`config.mk`:
```
export PLATFORM = sky130hd
export DESIGN_NAME = fpu_lane
export DESIGN_NICKNAME = d
export VERILOG_FILES = /design/src/verilog/fpu_pkg.sv /design/src/verilog/operand_forward.sv /design/src/verilog/op_decode.sv /design/src/verilog/fp_logic_unit.sv /design/src/verilog/fp_perm_unit.sv /design/src/verilog/fp_compare_unit.sv /design/src/verilog/fp_retire.sv /design/src/verilog/fpu_lane.sv
export VERILOG_INCLUDE_DIRS = /design/src /design/src/verilog
export SDC_FILE = /design/constraint.sdc
export NUM_CORES = 1
export LEC_CHECK = 0
export BUFFER_PORTS_ARGS = -buffer_cell sky130_fd_sc_hd__buf_2
export CAP_MARGIN = 20
export CORE_AREA = 2 2 320 401
export CTS_CLUSTER_SIZE = 28
export DETAILED_ROUTE_END_ITERATION = 8
export DIE_AREA = 0 0 322 403
export SYNTH_ARGS = -nofsm -noshare
export SYNTH_HDL_FRONTEND = slang
export SYNTH_HIERARCHICAL = 1
export SYNTH_SLANG_ARGS = --single-unit
```
`constraint.sdc`:
```
create_clock -name clk -period 4.43 [get_ports clk]
set_input_delay 0.443 -clock clk [delete_from_list [all_inputs] [get_ports clk]]
set_output_delay 0.443 -clock clk [all_outputs]
set_load 0.005 [all_outputs]
```
`src/verilog/fpu_params.svh`:
```
`ifndef FPU_PARAMS_SVH
`define FPU_PARAMS_SVH

// operand and single-precision lane widths
`define FPU_DATA_W 64
`define FPU_LANE_W 32

// result forward buses seen by the lane
`define FPU_FWD_N 4

`define FPU_TAG_W 6

// cycles from issue to result
`define FPU_LATENCY 2

// exception enable bits in fpcsr
`define FPU_CSR_INV_EN 11
`define FPU_CSR_DEN_EN 12

`endif

```
`src/verilog/fpu_pkg.sv`:
```
`default_nettype none
`include "fpu_params.svh"

package fpu_pkg;

  // two packed singles with the low lane in bits 31:0
  typedef logic [`FPU_DATA_W-1:0] data_t;
  typedef logic [`FPU_LANE_W-1:0] lane_t;
  typedef logic [`FPU_TAG_W-1:0] tag_t;

  // 0 register operand, 1..4 forward bus 0..3
  typedef logic [2:0] fwd_sel_t;

  // {zero, parity, carry}
  typedef logic [2:0] flags_t;

  // {invalid, denormal}
  typedef logic [1:0] excpt_t;

  // tag followed by the 2-bit cause
  typedef logic [`FPU_TAG_W+1:0] ret_code_t;

  // low two bits double as the unit select
  typedef enum logic [3:0] {
    fop_and       = 4'd0,
    fop_or        = 4'd1,
    fop_xor       = 4'd2,
    fop_andn      = 4'd3,
    fop_copya     = 4'd4,
    fop_swap      = 4'd5,
    fop_dup_lo    = 4'd6,
    fop_dup_hi    = 4'd7,
    fop_cmp_ord   = 4'd8,
    fop_cmp_unord = 4'd9,
    fop_pcmp_eq   = 4'd12,
    fop_pcmp_lt   = 4'd13,
    fop_pcmp_le   = 4'd14
  } fpu_op_e;

endpackage

`default_nettype wire

```
`src/verilog/operand_forward.sv`:
```
`timescale 1ns/1ps
`default_nettype none
`include "fpu_params.svh"

module operand_forward import fpu_pkg::*; (
  input  logic     clk,
  input  logic     rst,
  input  data_t    reg_val,
  input  fwd_sel_t sel,
  input  logic     old,
  input  data_t    fwd_bus0,
  input  data_t    fwd_bus1,
  input  data_t    fwd_bus2,
  input  data_t    fwd_bus3,
  output data_t    operand
);

  data_t      bus_cur [`FPU_FWD_N];
  data_t      bus_old [`FPU_FWD_N];
  logic [1:0] idx;

  assign bus_cur[0] = fwd_bus0;
  assign bus_cur[1] = fwd_bus1;
  assign bus_cur[2] = fwd_bus2;
  assign bus_cur[3] = fwd_bus3;

  // bus number from the 1-based select
  assign idx = 2'(sel - 3'd1);

  // bus values from the previous cycle
  always_ff @(posedge clk) begin
    if (rst) begin
      for (int i = 0; i < `FPU_FWD_N; i++) begin
        bus_old[i] <= '0;
      end
    end else begin
      bus_old <= bus_cur;
    end
  end

  always_comb begin
    operand = reg_val;
    if (sel != 3'd0 && sel <= 3'(`FPU_FWD_N)) begin
      operand = old ? bus_old[idx] : bus_cur[idx];
    end
  end

endmodule

`default_nettype wire

```
`src/verilog/op_decode.sv`:
```
`timescale 1ns/1ps
`default_nettype none

module op_decode import fpu_pkg::*; (
  input  logic       clk,
  input  logic       rst,
  input  logic       in_valid,
  input  fpu_op_e    op,
  input  tag_t       tag,
  input  data_t      a_in,
  input  data_t      b_in,
  output logic       logic_en,
  output logic       perm_en,
  output logic       cmp_en,
  output logic [1:0] logic_sel,
  output logic [1:0] perm_sel,
  output logic       cmp_packed,
  output logic       cmp_ordered,
  output logic [1:0] cmp_pred,
  output tag_t       tag_q,
  output data_t      a_q,
  output data_t      b_q,
  output logic       valid_q
);

  fpu_op_e op_q;

  // issue register
  always_ff @(posedge clk) begin
    op_q  <= op;
    tag_q <= tag;
    a_q   <= a_in;
    b_q   <= b_in;
    if (rst) begin
      valid_q <= 1'b0;
    end else begin
      valid_q <= in_valid;
    end
  end

  always_comb begin
    logic_en    = 1'b0;
    perm_en     = 1'b0;
    cmp_en      = 1'b0;
    logic_sel   = 2'd0;
    perm_sel    = 2'd0;
    cmp_packed  = 1'b0;
    cmp_ordered = 1'b0;
    cmp_pred    = 2'd0;
    if (valid_q) begin
      case (op_q)
        fop_and, fop_or, fop_xor, fop_andn: begin
          logic_en  = 1'b1;
          logic_sel = op_q[1:0];
        end
        fop_copya, fop_swap, fop_dup_lo, fop_dup_hi: begin
          perm_en  = 1'b1;
          perm_sel = op_q[1:0];
        end
        fop_cmp_ord, fop_cmp_unord: begin
          cmp_en      = 1'b1;
          cmp_ordered = (op_q == fop_cmp_ord);
        end
        fop_pcmp_eq, fop_pcmp_lt, fop_pcmp_le: begin
          cmp_en     = 1'b1;
          cmp_packed = 1'b1;
          // eq 0, lt 1, le 2
          cmp_pred   = op_q[1:0];
        end
        default: begin
          // unknown code issues nothing
        end
      endcase
    end
  end

endmodule

`default_nettype wire

```
`src/verilog/fp_logic_unit.sv`:
```
`timescale 1ns/1ps
`default_nettype none

module fp_logic_unit import fpu_pkg::*; (
  input  logic       en,
  input  logic [1:0] sel,
  input  data_t      a,
  input  data_t      b,
  output data_t      res
);

  data_t op_res;

  always_comb begin
    case (sel)
      2'd0: begin
        op_res = a & b;
      end
      2'd1: begin
        op_res = a | b;
      end
      2'd2: begin
        op_res = a ^ b;
      end
      default: begin
        // andn clears the bits set in b
        op_res = a & ~b;
      end
    endcase
  end

  // idle unit stays off the merge
  assign res = en ? op_res : '0;

endmodule

`default_nettype wire

```
`src/verilog/fp_perm_unit.sv`:
```
`timescale 1ns/1ps
`default_nettype none
`include "fpu_params.svh"

module fp_perm_unit import fpu_pkg::*; (
  input  logic       en,
  input  logic [1:0] sel,
  input  data_t      a,
  input  data_t      b,
  output data_t      res
);

  lane_t b_lo;
  lane_t b_hi;
  data_t perm;

  assign b_lo = b[`FPU_LANE_W-1:0];
  assign b_hi = b[`FPU_DATA_W-1:`FPU_LANE_W];

  always_comb begin
    case (sel)
      2'd0: begin
        perm = a;
      end
      2'd1: begin
        // singles exchanged
        perm = {b_lo, b_hi};
      end
      2'd2: begin
        perm = {b_lo, b_lo};
      end
      default: begin
        perm = {b_hi, b_hi};
      end
    endcase
  end

  assign res = en ? perm : '0;

endmodule

`default_nettype wire

```
`src/verilog/fp_compare_unit.sv`:
```
`timescale 1ns/1ps
`default_nettype none
`include "fpu_params.svh"

module fp_compare_unit import fpu_pkg::*; (
  input  logic       en,
  input  logic       is_packed,
  input  logic       ordered,
  input  logic [1:0] pred,
  input  data_t      a,
  input  data_t      b,
  output data_t      res,
  output flags_t     flags,
  output excpt_t     raise
);

  lane_t a_lo;
  lane_t a_hi;
  lane_t b_lo;
  lane_t b_hi;

  function automatic logic is_nan(lane_t x);
    return x[30:23] == 8'hff && x[22:0] != '0;
  endfunction

  // quiet bit clear
  function automatic logic is_snan(lane_t x);
    return is_nan(x) && !x[22];
  endfunction

  function automatic logic is_den(lane_t x);
    return x[30:23] == 8'h00 && x[22:0] != '0;
  endfunction

  function automatic logic f_eq(lane_t x, lane_t y);
    // +0 and -0 match
    return !is_nan(x) && !is_nan(y) && (x == y || (x[30:0] == '0 && y[30:0] == '0));
  endfunction

  function automatic logic f_lt(lane_t x, lane_t y);
    if (is_nan(x) || is_nan(y) || (x[30:0] == '0 && y[30:0] == '0)) begin
      return 1'b0;
    end
    if (x[31] != y[31]) begin
      return x[31];
    end
    // negatives order reversed in sign-magnitude
    return x[31] ? (x[30:0] > y[30:0]) : (x[30:0] < y[30:0]);
  endfunction

  function automatic logic pred_hit(logic [1:0] p, lane_t x, lane_t y);
    case (p)
      2'd0: return f_eq(x, y);
      2'd1: return f_lt(x, y);
      2'd2: return f_lt(x, y) || f_eq(x, y);
      default: return 1'b0;
    endcase
  endfunction

  assign a_lo = a[`FPU_LANE_W-1:0];
  assign a_hi = a[`FPU_DATA_W-1:`FPU_LANE_W];
  assign b_lo = b[`FPU_LANE_W-1:0];
  assign b_hi = b[`FPU_DATA_W-1:`FPU_LANE_W];

  always_comb begin
    res   = '0;
    flags = '0;
    raise = '0;
    if (en && is_packed) begin
      res = {{`FPU_LANE_W{pred_hit(pred, a_hi, b_hi)}},
             {`FPU_LANE_W{pred_hit(pred, a_lo, b_lo)}}};
      raise[1] = is_snan(a_lo) || is_snan(a_hi) || is_snan(b_lo) || is_snan(b_hi);
      raise[0] = is_den(a_lo) || is_den(a_hi) || is_den(b_lo) || is_den(b_hi);
    end else if (en) begin
      if (is_nan(a_lo) || is_nan(b_lo)) begin
        flags = 3'b111;
      end else if (f_lt(a_lo, b_lo)) begin
        flags = 3'b001;
      end else if (f_eq(a_lo, b_lo)) begin
        flags = 3'b100;
      end
      // ordered form traps on any nan
      raise[1] = ordered ? (is_nan(a_lo) || is_nan(b_lo)) : (is_snan(a_lo) || is_snan(b_lo));
      raise[0] = is_den(a_lo) || is_den(b_lo);
    end
  end

endmodule

`default_nettype wire

```
`src/verilog/fp_retire.sv`:
```
`timescale 1ns/1ps
`default_nettype none
`include "fpu_params.svh"

module fp_retire import fpu_pkg::*; (
  input  logic        clk,
  input  logic        rst,
  input  logic        valid_q,
  input  tag_t        tag_q,
  input  data_t       logic_res,
  input  data_t       perm_res,
  input  data_t       cmp_res,
  input  flags_t      cmp_flags,
  input  excpt_t      cmp_raise,
  input  logic [31:0] fpcsr,
  output logic        res_valid,
  output data_t       res,
  output flags_t      flags,
  output logic        ret_en,
  output ret_code_t   ret_code
);

  data_t  merged;
  excpt_t enabled;
  logic   trap;

  // idle units drive zero
  assign merged = logic_res | perm_res | cmp_res;

  assign enabled = cmp_raise & {fpcsr[`FPU_CSR_INV_EN], fpcsr[`FPU_CSR_DEN_EN]};
  assign trap    = valid_q && (enabled != '0);

  always_ff @(posedge clk) begin
    res   <= merged;
    flags <= cmp_flags;
    if (rst) begin
      res_valid <= 1'b0;
      ret_en    <= 1'b0;
      ret_code  <= '0;
    end else begin
      res_valid <= valid_q;
      ret_en    <= trap;
      ret_code  <= trap ? {tag_q, enabled} : '0;
    end
  end

endmodule

`default_nettype wire

```
`src/verilog/fpu_lane.sv`:
```
`timescale 1ns/1ps
`default_nettype none

module fpu_lane import fpu_pkg::*; (
  input  logic        clk,
  input  logic        rst,
  input  logic        in_valid,
  input  fpu_op_e     op,
  input  tag_t        tag,
  input  data_t       a,
  input  data_t       b,
  input  fwd_sel_t    a_sel,
  input  fwd_sel_t    b_sel,
  input  logic        a_old,
  input  logic        b_old,
  input  data_t       fwd_bus0,
  input  data_t       fwd_bus1,
  input  data_t       fwd_bus2,
  input  data_t       fwd_bus3,
  input  logic [31:0] fpcsr,
  output logic        res_valid,
  output data_t       res,
  output flags_t      flags,
  output logic        ret_en,
  output ret_code_t   ret_code
);

  data_t      a_fwd;
  data_t      b_fwd;
  logic       logic_en;
  logic       perm_en;
  logic       cmp_en;
  logic [1:0] logic_sel;
  logic [1:0] perm_sel;
  logic       cmp_packed;
  logic       cmp_ordered;
  logic [1:0] cmp_pred;
  tag_t       tag_q;
  data_t      a_q;
  data_t      b_q;
  logic       valid_q;
  data_t      logic_res;
  data_t      perm_res;
  data_t      cmp_res;
  flags_t     cmp_flags;
  excpt_t     cmp_raise;

  operand_forward u_a_fwd (
    .clk(clk), .rst(rst), .reg_val(a), .sel(a_sel), .old(a_old),
    .fwd_bus0(fwd_bus0), .fwd_bus1(fwd_bus1), .fwd_bus2(fwd_bus2), .fwd_bus3(fwd_bus3),
    .operand(a_fwd)
  );

  operand_forward u_b_fwd (
    .clk(clk), .rst(rst), .reg_val(b), .sel(b_sel), .old(b_old),
    .fwd_bus0(fwd_bus0), .fwd_bus1(fwd_bus1), .fwd_bus2(fwd_bus2), .fwd_bus3(fwd_bus3),
    .operand(b_fwd)
  );

  op_decode u_decode (
    .clk(clk), .rst(rst), .in_valid(in_valid), .op(op), .tag(tag),
    .a_in(a_fwd), .b_in(b_fwd),
    .logic_en(logic_en), .perm_en(perm_en), .cmp_en(cmp_en),
    .logic_sel(logic_sel), .perm_sel(perm_sel),
    .cmp_packed(cmp_packed), .cmp_ordered(cmp_ordered), .cmp_pred(cmp_pred),
    .tag_q(tag_q), .a_q(a_q), .b_q(b_q), .valid_q(valid_q)
  );

  fp_logic_unit u_logic (
    .en(logic_en), .sel(logic_sel), .a(a_q), .b(b_q), .res(logic_res)
  );

  fp_perm_unit u_perm (
    .en(perm_en), .sel(perm_sel), .a(a_q), .b(b_q), .res(perm_res)
  );

  fp_compare_unit u_cmp (
    .en(cmp_en), .is_packed(cmp_packed), .ordered(cmp_ordered), .pred(cmp_pred),
    .a(a_q), .b(b_q), .res(cmp_res), .flags(cmp_flags), .raise(cmp_raise)
  );

  fp_retire u_retire (
    .clk(clk), .rst(rst), .valid_q(valid_q), .tag_q(tag_q),
    .logic_res(logic_res), .perm_res(perm_res), .cmp_res(cmp_res),
    .cmp_flags(cmp_flags), .cmp_raise(cmp_raise), .fpcsr(fpcsr),
    .res_valid(res_valid), .res(res), .flags(flags),
    .ret_en(ret_en), .ret_code(ret_code)
  );

endmodule

`default_nettype wire

```
==> run metrics <==
status=completed; Crit path largest cell delay=0.67 ns; r2r setup slk=0.74 ns; CP delay by family, top=compound AO/OA/AOI/OAI gates; Initial DRT Pass Iterations=5; Post-Layout Inst Area=45,900 um2; CP arrival=4.25 ns; Reg area=14,600 um2; Adder-Cell Fraction of Synth Area=4.36%; Placed Instance Area=40,800 um2; WHS=0.0296 ns; CP startpoint=u_decode/b_q[36]; fin. max-slew vios=0; kind of critical path=flip-flop to flip-flop; worst clock skew=0.0428 ns; Detail Route Antenna Nets=0; die footprint=130,000 um2; final non-filler cell total=6,006; Hold Path End=u_decode/a_q[29]; Final GP Congestion=0.942; Routed Wire Length=139,000 um; Yosys reg bits=728; Global Route Usage Sum=20.8%; Fill cells=12,600; Synth Area per Inst=10.1 um2; multiplexer share of the synthesized area=17.5%; syn_nets=4,297; Peak VDD IR=272 uV; Compound-Gate Fraction of Synth Area=14.3%; power per standard cell area=392 nW/um2; relative slew slack=25.0%; CTS tree=yes; reg2reg path depth=12; Synthesis Warnings=6; Clock Pin Slew Worst Setup and Hold Paths=0.07 ns; startpoint types=flip-flop; # DRC=0; Initial Util=29.8%; cts bufs inserted=83; H-tree Lvls=3; critical path required time=4.99 ns; Synth Area in XOR/XNOR=1.61%; IO Count=514; RSZ-0062 raised after global routing=false; Synth Cell Area=37,600 um2; Die Width=322 um; Synth cell types=63; Post-synth top flop=dfxtp_1; fmax=0.271 GHz; slowest CP cell=a221oi_1; count of buffers from port buffering=483; Final period util=83.4%; vias in the first global route=30,300; share of layout cells above drive strength 1=26.4%; Max Cap Viol=0; initial drt markers=2,111; Area Overhead vs Synth=22.3%; post-synthesis sequential area ratio=38.8%; worst skew pair latency=0.70 ns; Worst setup EP type=flip-flop; largest family of logic cells by synthesized area=multiplexers; CTS root buf=clkbuf_16; hold crit path type=input pin to flip-flop; Total Power=18.0 mW; Async SR Flop Fraction=0%; Synth Instances=3,729; Critical Path Most Common Cell=a21o_1; TNS Setup=0 ns; initial antenna violation count=35; Setup Buffers After CTS=0; Worst Tran Pin Value=1.13 ns; Setup violations, final=0; GRT overflow=0; Leak Pwr=20.4 nW; first-pass GRT wire length=202,000 um; largest net degree at the start of global routing=135; CP Max Fanout=31; critical path, cell by cell=inv_1 > ha_1 > a21o_1 > a21o_1 > a21oi_1 > o21ai_0 > a21o_1 > a221oi_1 > mux2i_1 > o21ai_1 > buf_4 > or3_1; multi-input logic area=20,000 um2; post-layout min period=3.69 ns; worst hold stages=3; clock net sink count=728; # rows=146; r2r endpoint=u_retire/res[62]; Fin. Hold Viols=0; EDFF count, synth=0; r2r startpoint=u_decode/b_q[36]; Core ar.=126,000 um2; Buf/Inv on CP=2; DP Cell Count=5,603; Synth Area in Simple Gates=15.0%; via count=30,300; clk buf depth=3; hold wc startpoint=a[29]; Via-to-Cell Ratio=5.05; dpl hpwl=99,000 um; WL per Instance=23.2 um; nets=4,869; Die Height=403 um
[through the flow]
| step | setup WS [ns] | utilization (%) |
|---|---|---|
| 2_1_floorplan | 0.470 | - |
| 3_3_place_gp | 0.879 | 32.4 |
| 3_5_place_dp | 0.877 | 32.4 |
| 4_1_cts | 0.854 | 36.4 |
| 5_1_grt | 0.718 | 36.4 |
| 6_report | 0.735 | 36.4 |
[synth_stat cells, drive strengths merged, types with 2 or more instances]
| library cell | count | area [um2] |
|---|---|---|
| o21ai | 75 | 375 |
| xor2 | 3 | 26.3 |
| a221oi | 2 | 17.5 |
| inv | 265 | 995 |
| nand2b | 39 | 251 |
| xnor2 | 66 | 578 |
| nor3b | 6 | 75.1 |
| dfxtp | 728 | 14600 |
| a22o | 128 | 1120 |
| nor4 | 32 | 200 |
| nor2 | 21 | 81.3 |
| a21oi | 24 | 124 |
| and2 | 2 | 13.8 |
| a22oi | 65 | 502 |
| or3 | 68 | 425 |
| o22ai | 163 | 1020 |
| a21o | 18 | 135 |
| nand3b | 2 | 15.0 |
| nor3 | 10 | 55.1 |
| ha | 131 | 1640 |
| clkbuf | 118 | 452 |
| nand3 | 40 | 200 |
| o221a | 2 | 22.5 |
| o31ai | 128 | 1580 |
| buf | 205 | 1750 |
| mux2 | 288 | 3360 |
| o211a | 32 | 320 |
| nand4b | 33 | 289 |
| nand2 | 154 | 583 |
| nor2b | 516 | 3230 |
| mux2i | 321 | 3210 |
| a211oi | 3 | 32.5 |
| nand4 | 28 | 175 |
[how the worst max path moves through the flow]
stage | end | slack [ns] | depth (start not counted)
after floorplan | u_retire/res[62] | 0.47 | 12
after global placement | u_retire/res[21] | 0.88 | 12
after detailed placement | u_retire/res[19] | 0.88 | 12
after CTS | u_retire/res[19] | 0.85 | 12
after global routing | u_retire/res[16] | 0.72 | 12
final | u_retire/res[62] | 0.74 | 12
[layout by cell type, fill, tap and decap left out, types with 128 or more instances in the layout]
cell type,synthesis,routed
dfxtp_1,728,728
inv_1,265,265
o22ai_1,163,163
ha_1,131,128
nand2_1,152,150
mux2i_1,321,321
a22o_1,128,128
mux2_2,258,258
buf_2,37,480
nor2b_1,516,514
dlygate4sd3_1,0,241
[sequential cells by signal (all words and copies together) (netlist names)]
register	count
u_retire/ret_en	1
u_b_fwd/bus_old	256
u_decode/a_q	64
u_retire/ret_code	8
u_decode/b_q	64
u_decode/op_q	4
u_retire/flags	3
u_decode/tag_q	6
u_decode/valid_q	1
u_a_fwd/bus_old	256
u_retire/res_valid	1
u_retire/res	64
[routing by layer]
layer  global-route usage (%)  vias up  share of wire [%]
met3                     3.93      307                6.7
met2                     33.3     1167                 45
li1                         -    14200                  -
met1                     26.9    14700                 43
met4                     9.94       14                4.9
met5                        0        -              0.073
[cell families after synthesis]
group	Yosys count
AO/OA/AOI/OAI	649
XOR/XNOR	69
buffers and inverters	588
multiplexers	609
flip-flops	728
adder cells (fa/ha/maj)	131
AND/OR/NAND/NOR	955
[area by class of cell]
| cell class | instances | area share (%) |
|---|---|---|
| Timing Repair Buffer | 810 | 12.4 |
| Clock buffer | 110 | 5.03 |
| Inverter | 265 | 2.17 |
| Sequential cell | 728 | 31.7 |
| Antenna cell | 16 | 0.0872 |
| Tap cell | 1628 | 4.44 |
| Clock inverter | 36 | 0.727 |
| Multi-Input combinational cell | 2413 | 43.5 |
[power breakdown]
part | internal [mW] | leakage [nW] | switching (mW)
logic | 1.66 | 13.0 | 2.00
registers | 7.02 | 6.06 | 0.502
clock network | 3.90 | 1.30 | 2.93
[worst min-delay path: cells and delay by family]
| family | cells | cell delay, ns |
|---|---|---|
| AOI/OAI and AO/OA | 1 | 0.09 |
| and+or+nand+nor | 1 | 0.05 |
| buffers and inverters | 1 | 0.07 |
[what timing repair did]
item,4_1_cts,5_1_grt
gates resized for setup,0,0
hold buffers,240,1
hold endpoints to repair,376,1
endpoints found under the setup margin,0,0
No activity file was read; power rests on OpenSTA's default activity.
